$ cat config.mk
export PLATFORM = sky130hd
export DESIGN_NAME = mycpu_top
export DESIGN_NICKNAME = d
export VERILOG_FILES = /design/src/cpu_cfg_pkg.sv /design/src/cpu_isa_pkg.sv /design/src/decode_bus_if.sv /design/src/alu.sv /design/src/fetch_unit.sv /design/src/inst_decoder.sv /design/src/mem_wb_unit.sv /design/src/mycpu_top.sv /design/src/regfile.sv /design/src/stage_sequencer.sv
export SDC_FILE = /design/constraint.sdc
export NUM_CORES = 2
export LEC_CHECK = 0
export BUFFER_PORTS_ARGS = -buffer_cell sky130_fd_sc_hd__buf_4
export CAP_MARGIN = 20
export CORE_UTILIZATION = 40
export CTS_BUF_LIST = sky130_fd_sc_hd__clkbuf_8
export DETAILED_ROUTE_END_ITERATION = 8
export PLACE_DENSITY = 0.52
export SYNTH_ARGS = -nofsm -noshare
export SYNTH_HDL_FRONTEND = slang
export SYNTH_SLANG_ARGS = --single-unit
$ cat constraint.sdc
create_clock -name clk -period 20.5 [get_ports clk]
set_input_delay 1.025 -clock clk [delete_from_list [all_inputs] [get_ports clk]]
set_output_delay 1.025 -clock clk [all_outputs]
set_load 0.02 [all_outputs]
$ cat src/cpu_cfg_pkg.sv
package cpu_cfg_pkg;

    localparam int xlen      = 32;
    localparam int reg_count = 32;
    localparam int reg_aw    = $clog2(reg_count);

    localparam logic [xlen-1:0] reset_pc = 32'h1c00_0000;

    // one instruction walks a subset of these
    typedef enum logic [2:0] {
        st_if  = 3'd0,
        st_id  = 3'd1,
        st_exe = 3'd2,
        st_mem = 3'd3,
        st_wb  = 3'd4
    } stage_t;

endpackage

$ cat src/cpu_isa_pkg.sv
package cpu_isa_pkg;

    // inst[31:26]
    localparam logic [5:0] op6_base  = 6'h00;
    localparam logic [5:0] op6_lu12i = 6'h05;
    localparam logic [5:0] op6_mem   = 6'h0a;
    localparam logic [5:0] op6_jirl  = 6'h13;
    localparam logic [5:0] op6_b     = 6'h14;
    localparam logic [5:0] op6_bl    = 6'h15;
    localparam logic [5:0] op6_beq   = 6'h16;
    localparam logic [5:0] op6_bne   = 6'h17;

    // inst[25:22]
    localparam logic [3:0] op4_reg   = 4'h0;
    localparam logic [3:0] op4_shift = 4'h1;
    localparam logic [3:0] op4_ld_w  = 4'h2;
    localparam logic [3:0] op4_st_w  = 4'h6;
    localparam logic [3:0] op4_addi  = 4'ha;

    // inst[21:20]
    localparam logic [1:0] op2_shift = 2'h0;
    localparam logic [1:0] op2_reg   = 2'h1;

    // inst[19:15]
    localparam logic [4:0] op5_add  = 5'h00;
    localparam logic [4:0] op5_slli = 5'h01;
    localparam logic [4:0] op5_sub  = 5'h02;
    localparam logic [4:0] op5_slt  = 5'h04;
    localparam logic [4:0] op5_sltu = 5'h05;
    localparam logic [4:0] op5_nor  = 5'h08;
    localparam logic [4:0] op5_and  = 5'h09;
    localparam logic [4:0] op5_srli = 5'h09;  // shift group, not the and
    localparam logic [4:0] op5_or   = 5'h0a;
    localparam logic [4:0] op5_xor  = 5'h0b;
    localparam logic [4:0] op5_srai = 5'h11;

    // bit positions in the one-hot alu op
    localparam int alu_add  = 0;
    localparam int alu_sub  = 1;
    localparam int alu_slt  = 2;
    localparam int alu_sltu = 3;
    localparam int alu_and  = 4;
    localparam int alu_nor  = 5;
    localparam int alu_or   = 6;
    localparam int alu_xor  = 7;
    localparam int alu_sll  = 8;
    localparam int alu_srl  = 9;
    localparam int alu_sra  = 10;
    localparam int alu_lui  = 11;

    typedef logic [11:0] alu_op_t;

    typedef struct packed {
        logic gr_we;
        logic mem_we;
        logic res_from_mem;
        logic is_load;
        logic is_store;
        logic is_cond_only;   // b, beq, bne
        logic src1_is_pc;
        logic src2_is_imm;
        logic src_reg_is_rd;
    } ctrl_t;

endpackage

$ cat src/decode_bus_if.sv
`timescale 1ns/1ns

interface decode_bus_if;
    import cpu_cfg_pkg::*;
    import cpu_isa_pkg::*;

    alu_op_t           alu_op;
    logic [xlen-1:0]   alu_src1;
    logic [xlen-1:0]   alu_src2;
    logic [xlen-1:0]   rkd_value;   // store data
    logic [reg_aw-1:0] dest;
    ctrl_t             ctrl;

    modport producer (output alu_op, alu_src1, alu_src2, rkd_value, dest, ctrl);
    modport alu_side (input alu_op, alu_src1, alu_src2);
    modport wb_side  (input ctrl, dest, rkd_value);
    modport seq_side (input ctrl);

endinterface

$ cat src/alu.sv
`timescale 1ns/1ns

module alu (
    decode_bus_if.alu_side               bus,
    output logic [cpu_cfg_pkg::xlen-1:0] alu_result
);
    import cpu_cfg_pkg::*;
    import cpu_isa_pkg::*;

    alu_op_t         op;
    logic [xlen-1:0] src1;
    logic [xlen-1:0] src2;
    logic [4:0]      shamt;
    logic            lt_s;
    logic            lt_u;
    logic [xlen-1:0] sra_res;

    assign op    = bus.alu_op;
    assign src1  = bus.alu_src1;
    assign src2  = bus.alu_src2;
    assign shamt = src2[4:0];

    assign lt_s    = $signed(src1) < $signed(src2);
    assign lt_u    = src1 < src2;
    assign sra_res = $signed(src1) >>> shamt;

    // one-hot op, so the terms just or together
    assign alu_result = ({xlen{op[alu_add]}}  & (src1 + src2))
                      | ({xlen{op[alu_sub]}}  & (src1 - src2))
                      | ({xlen{op[alu_slt]}}  & {{(xlen-1){1'b0}}, lt_s})
                      | ({xlen{op[alu_sltu]}} & {{(xlen-1){1'b0}}, lt_u})
                      | ({xlen{op[alu_and]}}  & (src1 & src2))
                      | ({xlen{op[alu_nor]}}  & ~(src1 | src2))
                      | ({xlen{op[alu_or]}}   & (src1 | src2))
                      | ({xlen{op[alu_xor]}}  & (src1 ^ src2))
                      | ({xlen{op[alu_sll]}}  & (src1 << shamt))
                      | ({xlen{op[alu_srl]}}  & (src1 >> shamt))
                      | ({xlen{op[alu_sra]}}  & sra_res)
                      | ({xlen{op[alu_lui]}}  & src2);   // si20 already shifted

endmodule

$ cat src/fetch_unit.sv
`timescale 1ns/1ns

module fetch_unit (
    input  logic                         clk,
    input  logic                         reset,
    input  cpu_cfg_pkg::stage_t          stage,
    input  logic                         br_taken,
    input  logic [cpu_cfg_pkg::xlen-1:0] br_target,
    output logic [cpu_cfg_pkg::xlen-1:0] inst_sram_addr,
    input  logic [cpu_cfg_pkg::xlen-1:0] inst_sram_rdata,
    output logic [cpu_cfg_pkg::xlen-1:0] inst,
    output logic [cpu_cfg_pkg::xlen-1:0] pc
);
    import cpu_cfg_pkg::*;

    logic [xlen-1:0] inst_q;

    // pc holds through ID so the sram output stays valid there
    assign inst_sram_addr = pc;

    // fresh word in ID, held copy afterwards
    assign inst = (stage == st_id) ? inst_sram_rdata : inst_q;

    always_ff @(posedge clk) begin
        if (stage == st_id) begin
            inst_q <= inst_sram_rdata;
        end
    end

    always_ff @(posedge clk) begin
        if (reset) begin
            pc <= reset_pc;
        end else if (stage == st_id) begin
            pc <= br_taken ? br_target : pc + 32'd4;
        end
    end

endmodule

$ cat src/inst_decoder.sv
`timescale 1ns/1ns

module inst_decoder (
    input  logic                           clk,
    input  logic                           reset,
    input  cpu_cfg_pkg::stage_t            stage,
    input  logic [cpu_cfg_pkg::xlen-1:0]   inst,
    input  logic [cpu_cfg_pkg::xlen-1:0]   pc,
    output logic [cpu_cfg_pkg::reg_aw-1:0] rf_raddr1,
    output logic [cpu_cfg_pkg::reg_aw-1:0] rf_raddr2,
    input  logic [cpu_cfg_pkg::xlen-1:0]   rf_rdata1,
    input  logic [cpu_cfg_pkg::xlen-1:0]   rf_rdata2,
    output logic                           br_taken,
    output logic [cpu_cfg_pkg::xlen-1:0]   br_target,
    output logic [cpu_cfg_pkg::xlen-1:0]   retire_pc,
    decode_bus_if.producer                 bus
);
    import cpu_cfg_pkg::*;
    import cpu_isa_pkg::*;

    logic [5:0]        op6;
    logic [3:0]        op4;
    logic [1:0]        op2;
    logic [4:0]        op5;
    logic [reg_aw-1:0] rd;
    logic [reg_aw-1:0] rj;
    logic [reg_aw-1:0] rk;
    logic [xlen-1:0]   si12;
    logic [xlen-1:0]   ui5;
    logic [xlen-1:0]   si16;
    logic [xlen-1:0]   si20;
    logic [xlen-1:0]   si26;
    logic [xlen-1:0]   imm;
    logic [xlen-1:0]   br_offs;
    alu_op_t           alu_op_d;
    ctrl_t             ctrl_d;
    ctrl_t             ctrl_q;

    assign op6 = inst[31:26];
    assign op4 = inst[25:22];
    assign op2 = inst[21:20];
    assign op5 = inst[19:15];
    assign rd  = inst[4:0];
    assign rj  = inst[9:5];
    assign rk  = inst[14:10];

    assign si12 = {{20{inst[21]}}, inst[21:10]};
    assign ui5  = {27'd0, inst[14:10]};
    assign si16 = {{14{inst[25]}}, inst[25:10], 2'b00};
    assign si20 = {inst[24:5], 12'd0};
    assign si26 = {{4{inst[9]}}, inst[9:0], inst[25:10], 2'b00};

    always_comb begin
        alu_op_d = '0;
        ctrl_d   = '0;
        imm      = si12;
        case (op6)
            op6_base: begin
                if (op4 == op4_reg && op2 == op2_reg) begin
                    ctrl_d.gr_we = 1'b1;
                    case (op5)
                        op5_add:  alu_op_d[alu_add]  = 1'b1;
                        op5_sub:  alu_op_d[alu_sub]  = 1'b1;
                        op5_slt:  alu_op_d[alu_slt]  = 1'b1;
                        op5_sltu: alu_op_d[alu_sltu] = 1'b1;
                        op5_nor:  alu_op_d[alu_nor]  = 1'b1;
                        op5_and:  alu_op_d[alu_and]  = 1'b1;
                        op5_or:   alu_op_d[alu_or]   = 1'b1;
                        op5_xor:  alu_op_d[alu_xor]  = 1'b1;
                        default:  ctrl_d.gr_we = 1'b0;
                    endcase
                end else if (op4 == op4_shift && op2 == op2_shift) begin
                    ctrl_d.gr_we       = 1'b1;
                    ctrl_d.src2_is_imm = 1'b1;
                    imm                = ui5;
                    case (op5)
                        op5_slli: alu_op_d[alu_sll] = 1'b1;
                        op5_srli: alu_op_d[alu_srl] = 1'b1;
                        op5_srai: alu_op_d[alu_sra] = 1'b1;
                        default:  ctrl_d.gr_we = 1'b0;
                    endcase
                end else if (op4 == op4_addi) begin
                    ctrl_d.gr_we       = 1'b1;
                    ctrl_d.src2_is_imm = 1'b1;
                    alu_op_d[alu_add]  = 1'b1;
                end
            end
            op6_lu12i: begin
                if (!inst[25]) begin
                    ctrl_d.gr_we       = 1'b1;
                    ctrl_d.src2_is_imm = 1'b1;
                    imm                = si20;
                    alu_op_d[alu_lui]  = 1'b1;
                end
            end
            op6_mem: begin
                ctrl_d.src2_is_imm = 1'b1;
                alu_op_d[alu_add]  = 1'b1;   // rj + si12
                if (op4 == op4_ld_w) begin
                    ctrl_d.gr_we        = 1'b1;
                    ctrl_d.res_from_mem = 1'b1;
                    ctrl_d.is_load      = 1'b1;
                end else if (op4 == op4_st_w) begin
                    ctrl_d.mem_we        = 1'b1;
                    ctrl_d.is_store      = 1'b1;
                    ctrl_d.src_reg_is_rd = 1'b1;
                end
            end
            op6_jirl, op6_bl: begin
                // link value pc + 4 goes through the alu
                ctrl_d.gr_we       = 1'b1;
                ctrl_d.src1_is_pc  = 1'b1;
                ctrl_d.src2_is_imm = 1'b1;
                imm                = xlen'(4);
                alu_op_d[alu_add]  = 1'b1;
            end
            op6_b: ctrl_d.is_cond_only = 1'b1;
            op6_beq, op6_bne: begin
                ctrl_d.is_cond_only  = 1'b1;
                ctrl_d.src_reg_is_rd = 1'b1;
            end
            default: ;
        endcase
    end

    assign rf_raddr1 = rj;
    assign rf_raddr2 = ctrl_d.src_reg_is_rd ? rd : rk;

    // resolved in ID, pc takes it at the end of the state
    assign br_offs   = (op6 == op6_b || op6 == op6_bl) ? si26 : si16;
    assign br_taken  = (op6 == op6_beq && rf_rdata1 == rf_rdata2)
                    || (op6 == op6_bne && rf_rdata1 != rf_rdata2)
                    || op6 == op6_b || op6 == op6_bl || op6 == op6_jirl;
    assign br_target = (op6 == op6_jirl) ? rf_rdata1 + si16 : pc + br_offs;

    // live decode in ID lets the sequencer skip EXE for branches
    assign bus.ctrl = (stage == st_id) ? ctrl_d : ctrl_q;

    always_ff @(posedge clk) begin
        if (reset) begin
            ctrl_q <= '0;
        end else if (stage == st_id) begin
            ctrl_q <= ctrl_d;
        end
    end

    always_ff @(posedge clk) begin
        if (stage == st_id) begin
            bus.alu_op    <= alu_op_d;
            bus.alu_src1  <= ctrl_d.src1_is_pc ? pc : rf_rdata1;
            bus.alu_src2  <= ctrl_d.src2_is_imm ? imm : rf_rdata2;
            bus.rkd_value <= rf_rdata2;
            bus.dest      <= (op6 == op6_bl) ? reg_aw'(1) : rd;
            retire_pc     <= pc;   // pc moves on at the end of ID
        end
    end

endmodule

$ cat src/mem_wb_unit.sv
`timescale 1ns/1ns

module mem_wb_unit (
    input  logic                           clk,
    input  logic                           reset,
    input  cpu_cfg_pkg::stage_t            stage,
    decode_bus_if.wb_side                  bus,
    input  logic [cpu_cfg_pkg::xlen-1:0]   alu_result,
    input  logic [cpu_cfg_pkg::xlen-1:0]   retire_pc,
    output logic                           data_sram_we,
    output logic [cpu_cfg_pkg::xlen-1:0]   data_sram_addr,
    output logic [cpu_cfg_pkg::xlen-1:0]   data_sram_wdata,
    input  logic [cpu_cfg_pkg::xlen-1:0]   data_sram_rdata,
    output logic                           rf_we,
    output logic [cpu_cfg_pkg::reg_aw-1:0] rf_waddr,
    output logic [cpu_cfg_pkg::xlen-1:0]   rf_wdata,
    output logic [cpu_cfg_pkg::xlen-1:0]   debug_wb_pc,
    output logic [3:0]                     debug_wb_rf_we,
    output logic [cpu_cfg_pkg::reg_aw-1:0] debug_wb_rf_wnum,
    output logic [cpu_cfg_pkg::xlen-1:0]   debug_wb_rf_wdata
);
    import cpu_cfg_pkg::*;

    logic [xlen-1:0] mem_q;

    // address goes out in EXE, load data comes back in MEM
    assign data_sram_we    = (stage == st_exe) && bus.ctrl.mem_we;
    assign data_sram_addr  = alu_result;
    assign data_sram_wdata = bus.rkd_value;

    always_ff @(posedge clk) begin
        if (reset) begin
            mem_q <= '0;
        end else if (stage == st_mem) begin
            mem_q <= data_sram_rdata;
        end
    end

    assign rf_we    = (stage == st_wb) && bus.ctrl.gr_we;
    assign rf_waddr = bus.dest;
    assign rf_wdata = bus.ctrl.res_from_mem ? mem_q : alu_result;

    // r0 writes show up here even though the regfile drops them
    assign debug_wb_pc       = retire_pc;
    assign debug_wb_rf_we    = {4{rf_we}};
    assign debug_wb_rf_wnum  = rf_waddr;
    assign debug_wb_rf_wdata = rf_wdata;

endmodule

$ cat src/mycpu_top.sv
`timescale 1ns/1ns

module mycpu_top (
    input  logic        clk,
    input  logic        reset,
    // instruction sram
    output logic        inst_sram_we,
    output logic [31:0] inst_sram_addr,
    output logic [31:0] inst_sram_wdata,
    input  logic [31:0] inst_sram_rdata,
    // data sram
    output logic        data_sram_we,
    output logic [31:0] data_sram_addr,
    output logic [31:0] data_sram_wdata,
    input  logic [31:0] data_sram_rdata,
    // trace
    output logic [31:0] debug_wb_pc,
    output logic [3:0]  debug_wb_rf_we,
    output logic [4:0]  debug_wb_rf_wnum,
    output logic [31:0] debug_wb_rf_wdata
);
    import cpu_cfg_pkg::*;

    stage_t            stage;
    logic [xlen-1:0]   inst;
    logic [xlen-1:0]   pc;
    logic [xlen-1:0]   retire_pc;
    logic              br_taken;
    logic [xlen-1:0]   br_target;
    logic [xlen-1:0]   alu_result;
    logic [reg_aw-1:0] rf_raddr1;
    logic [reg_aw-1:0] rf_raddr2;
    logic [xlen-1:0]   rf_rdata1;
    logic [xlen-1:0]   rf_rdata2;
    logic              rf_we;
    logic [reg_aw-1:0] rf_waddr;
    logic [xlen-1:0]   rf_wdata;

    decode_bus_if dbus ();

    // instruction memory is read-only for the core
    assign inst_sram_we    = 1'b0;
    assign inst_sram_wdata = '0;

    stage_sequencer u_seq (
        .clk(clk), .reset(reset), .bus(dbus.seq_side), .stage(stage)
    );

    fetch_unit u_fetch (
        .clk(clk), .reset(reset), .stage(stage),
        .br_taken(br_taken), .br_target(br_target),
        .inst_sram_addr(inst_sram_addr), .inst_sram_rdata(inst_sram_rdata),
        .inst(inst), .pc(pc)
    );

    inst_decoder u_dec (
        .clk(clk), .reset(reset), .stage(stage), .inst(inst), .pc(pc),
        .rf_raddr1(rf_raddr1), .rf_raddr2(rf_raddr2),
        .rf_rdata1(rf_rdata1), .rf_rdata2(rf_rdata2),
        .br_taken(br_taken), .br_target(br_target),
        .retire_pc(retire_pc), .bus(dbus.producer)
    );

    regfile u_regfile (
        .clk(clk),
        .raddr1(rf_raddr1), .raddr2(rf_raddr2),
        .rdata1(rf_rdata1), .rdata2(rf_rdata2),
        .we(rf_we), .waddr(rf_waddr), .wdata(rf_wdata)
    );

    alu u_alu (
        .bus(dbus.alu_side), .alu_result(alu_result)
    );

    mem_wb_unit u_mem_wb (
        .clk(clk), .reset(reset), .stage(stage), .bus(dbus.wb_side),
        .alu_result(alu_result), .retire_pc(retire_pc),
        .data_sram_we(data_sram_we), .data_sram_addr(data_sram_addr),
        .data_sram_wdata(data_sram_wdata), .data_sram_rdata(data_sram_rdata),
        .rf_we(rf_we), .rf_waddr(rf_waddr), .rf_wdata(rf_wdata),
        .debug_wb_pc(debug_wb_pc), .debug_wb_rf_we(debug_wb_rf_we),
        .debug_wb_rf_wnum(debug_wb_rf_wnum), .debug_wb_rf_wdata(debug_wb_rf_wdata)
    );

endmodule

$ cat src/regfile.sv
`timescale 1ns/1ns

module regfile (
    input  logic                           clk,
    input  logic [cpu_cfg_pkg::reg_aw-1:0] raddr1,
    input  logic [cpu_cfg_pkg::reg_aw-1:0] raddr2,
    output logic [cpu_cfg_pkg::xlen-1:0]   rdata1,
    output logic [cpu_cfg_pkg::xlen-1:0]   rdata2,
    input  logic                           we,
    input  logic [cpu_cfg_pkg::reg_aw-1:0] waddr,
    input  logic [cpu_cfg_pkg::xlen-1:0]   wdata
);
    import cpu_cfg_pkg::*;

    logic [xlen-1:0] regs [reg_count];

    assign rdata1 = (raddr1 == '0) ? '0 : regs[raddr1];
    assign rdata2 = (raddr2 == '0) ? '0 : regs[raddr2];

    always_ff @(posedge clk) begin
        if (we && waddr != '0) begin   // r0 stays zero
            regs[waddr] <= wdata;
        end
    end

endmodule

$ cat src/stage_sequencer.sv
`timescale 1ns/1ns

module stage_sequencer (
    input  logic                clk,
    input  logic                reset,
    decode_bus_if.seq_side      bus,
    output cpu_cfg_pkg::stage_t stage
);
    import cpu_cfg_pkg::*;

    stage_t next_stage;

    always_comb begin
        case (stage)
            st_if:   next_stage = st_id;
            st_id:   next_stage = bus.ctrl.is_cond_only ? st_if : st_exe;
            st_exe: begin
                if (bus.ctrl.is_load || bus.ctrl.is_store) begin
                    next_stage = st_mem;
                end else begin
                    next_stage = st_wb;
                end
            end
            st_mem:  next_stage = bus.ctrl.is_load ? st_wb : st_if;  // stores end here
            st_wb:   next_stage = st_if;
            default: next_stage = st_if;
        endcase
    end

    always_ff @(posedge clk) begin
        if (reset) begin
            stage <= st_if;
        end else begin
            stage <= next_stage;
        end
    end

endmodule

==> impl_metrics.yaml <==
outcome:
  status: "complete, no violations"
worst_setup_path:
  r2r_slack_ns: 9.52
  endpoint: "u_fetch.inst_sram_addr[29]"
  arrival_ns: 11.80
  slowest_stage: "inv_8"
  critPathKind: "reg2reg"
  reg2reg_depth: 30
  worstReg2RegEnd: "u_fetch.inst_sram_addr[29]"
  cp.required_ns: 21.33
  crit_start: "u_seq.stage[2]"
  cp-end-kind: "flip-flop"
  reg2reg_from: "u_seq.stage[2]"
  startpoint_type: "flip-flop"
  crit_fanout: 117
  max_stage_delay_ns: 0.71
  cp_common_cell: "buf_4"
yosys:
  synth_cells: 6426
  synth_area_leaders: "edfxtp_1 48%, mux4_2 8.4%, nand2_1 4.6%"
  yosysSeqAreaShare: 0.5087
  synth-main-ff-cell: "edfxtp_1"
  async_reset_ff_frac: 0
  synth_top_area_frac: 0.4802
  synth.avg_cell_area_sq_um: 11.38
  ys_warn_count: 0
  ys_seq_elements: 1273
  synth-edff-count: 1169
  netlist.top_cell.by_area: "edfxtp_1"
  synth_area_sq_um: 73100
  ys_types: 114
route:
  ant_nets: 0
  drt-total-wl_um: 350700
  detail_route.iter0.violations: 9070
  drc: 0
  vias_per_cell: 6.793
  first_pass_iters: 8
  vias: 62795
  post_drt_wl_per_cell_um: 37.94
sta:
  fin_ws_ns: 9.523
  tightest_slew_ns: 1.278
  timing.final.max_slew_violations: 0
  rsz0062_at_grt: "false"
  post-route-min-period_ns: 10.98
  relSlewSlack: 0.1387
  max_freq_mhz: 91.10
  hold_viol: 0
  skew_ns: 0.08769
  final.setup.tns_ns: 0
  setup_viol: 0
  timing.final.crit_share: 0.5355
pwr:
  pwr-share-comb: 0.595
  p_switching_w: 0.007435
  sequentialPowerShare: 0.253
  vdd_ir_drop_max_mv: 0.1546
  p_per_area_nw_per_um2: 177.1
  internal_power_w: 0.007097
  p_leak_nw: 29.31
  p_total_w: 0.01453
  p_sw_frac: 0.5116
  clkPwrFrac: 0.152
floorplanning:
  initial_core_util: 0.4036
  die_x_um: 429.5
  core_area_sq_um: 181100
  fp-row-count: 156
  die_h_um: 429.5
  fp.dieArea_sq_um: 184500
  io_pins: 269
clock_network:
  clk_path_buf_depth: 3
  cts_tree: "built"
  cts_resized: 0
  clkTransAtPathRegs_ns: 0.06
  postCtsSetupRepairBufs: 0
  clkSinkCount: 1273
  cts_made_buffers: 218
  htreeDepth: 4
  root_buffer: "clkbuf_8"
  cts_hold_buf: 0
  clk_latency_ns: 1.04
worst_hold_path:
  worstHoldPathType: "in2reg"
  min_from: "data_sram_rdata[10]"
final_layout:
  nFillCells: 16832
  multi_input_area_sq_um: 33600
  drive_gt1_frac: 0.1741
  syn_to_final_growth_pct: 12.25
  regArea_sq_um: 37190
  final_common_cell: "edfxtp_1"
  fin_nets: 6891
  final_cell_mix: "1,169 x edfxtp_1, 889 x nand2_1, 447 x buf_4"
grt:
  grt-ovfl-total: 0
  grt_max_degree: 158
  antenna_found_initial: 28
  grt_pass1_vias: 58486
  track_usage: 0.3689
  grt_pass1_wl_um: 475800
placed_design:
  gp_congestion: 1.020
  hpwl_um: 226500
  numPortBuffers: 235
  pre_cts_slack_ns: 9.800
flow_run:
  drv_cap: 0
[Yosys cell counts, types with 24 or more instances]
cell and n:
mux2_2 65, dfxtp_1 104, a221oi_1 31, a211oi_1 156, a22oi_1 80, a21o_1 39, a21oi_1 299, a31oi_1 89
inv_1 170, xor2_1 25, ha_1 155, a222oi_1 28, and3_1 166, buf_1 56, o21ai_0 220, buf_4 70
mux4_2 272, o22ai_1 43, a32oi_1 27, edfxtp_1 1169, buf_2 124, or3_1 25, nand2_1 891, mux2i_1 327
xnor2_1 69, nor2_1 317, nor4_1 24, a221o_1 39, o211ai_1 28, nor3_1 165, clkbuf_1 238, a2111oi_0 50
nand2b_1 38, nand4_1 63, nand3_1 318
[per-layer routing]
layer	track usage	share of wire	wire length, um	vias to the layer above
met5	0	0.00049	172	-
met4	0.2270	0.071	24780	22
met3	0.1184	0.12	42510	1124
met2	0.5595	0.44	155200	4673
met1	0.4563	0.37	128100	31581
li1	-	-	-	25395
[area by class of cell]
class / count / share of cell area
diodes: 23 / 0.0007014
clock buffers: 224 / 0.03757
clock inverters: 181 / 0.01167
inverters: 178 / 0.008524
multi-input cells: 4538 / 0.4095
flip-flops and latches: 1273 / 0.4532
well taps: 2370 / 0.03614
repair buffers: 457 / 0.04270
[power by group through the flow]
stage	combinational (W)	sequential (W)	clock [W]
6_report	0.00865	0.00367	0.00221
5_1_grt	0.00888	0.00368	0.00233
4_1_cts	0.00832	0.00367	0.00223
3_5_place_dp	0.00829	0.00372	0
3_3_place_gp	0.00828	0.00372	0
2_1_floorplan	0.00477	0.00365	0
[sequential cells by signal (all words and copies together) (netlist names)]
register                cells
u_dec.bus.alu_op           12
u_dec.bus.alu_src1         32
u_dec.bus.alu_src2         32
u_dec.bus.dest              5
u_dec.bus.rkd_value        32
u_dec.ctrl_q                5
u_dec.retire_pc            32
u_fetch.inst_q             32
u_fetch.inst_sram_addr     32
u_mem_wb.mem_q             32
u_regfile.regs           1024
u_seq.stage                 3
[through the flow]
stage / instances / hold slack, ns / utilization / cell area (sq um)
6_report: 9244 / 0.2914 / 0.4530 / 82050
5_1_grt: 9222 / 0.2709 / 0.4527 / 82000
4_1_cts: 9219 / 0.2013 / 0.4526 / 81980
3_5_place_dp: 8814 / 0.4439 / 0.4303 / 77940
3_3_place_gp: 8806 / 0.4393 / 0.4298 / 77850
2_1_floorplan: 6490 / 0.4316 / - / 73340
[worst max-delay path, delay by kind of cell (launching register included)]
family,cells,cell delay [ns]
adders and majority gates,1,0.19
DFF,1,0.46
and+or+nand+nor,5,0.57
muxes,2,1.19
buffers and inverters,7,3.63
xor gates and xnor gates,1,0.19
AOI/OAI and AO/OA,14,4.05
[worst min-delay path by stage]
stage | depth (start not counted) | end
final | 3 | u_mem_wb.mem_q[10]
after CTS | 3 | u_mem_wb.mem_q[10]
after global placement | 2 | u_mem_wb.mem_q[27]
after floorplan | 2 | u_dec.ctrl_q[7]
after detailed placement | 2 | u_mem_wb.mem_q[20]
after global routing | 3 | u_mem_wb.mem_q[14]
[logic make-up (layout without fill, tap and decap cells)]
family / Yosys count / count (layout) / share of synthesized area
DFF: 1273 / 1273 / 0.5087
and+or+nand+nor: 2153 / 2153 / 0.1379
AOI/OAI and AO/OA: 1396 / 1396 / 0.1323
adders and majority gates: 160 / 160 / 0.02776
buffers and inverters: 679 / 1040 / 0.04178
other: 1 / 88 / 0.00005130
muxes: 670 / 670 / 0.1402
xor gates and xnor gates: 94 / 94 / 0.01126
(Power assumes the default switching activity.)
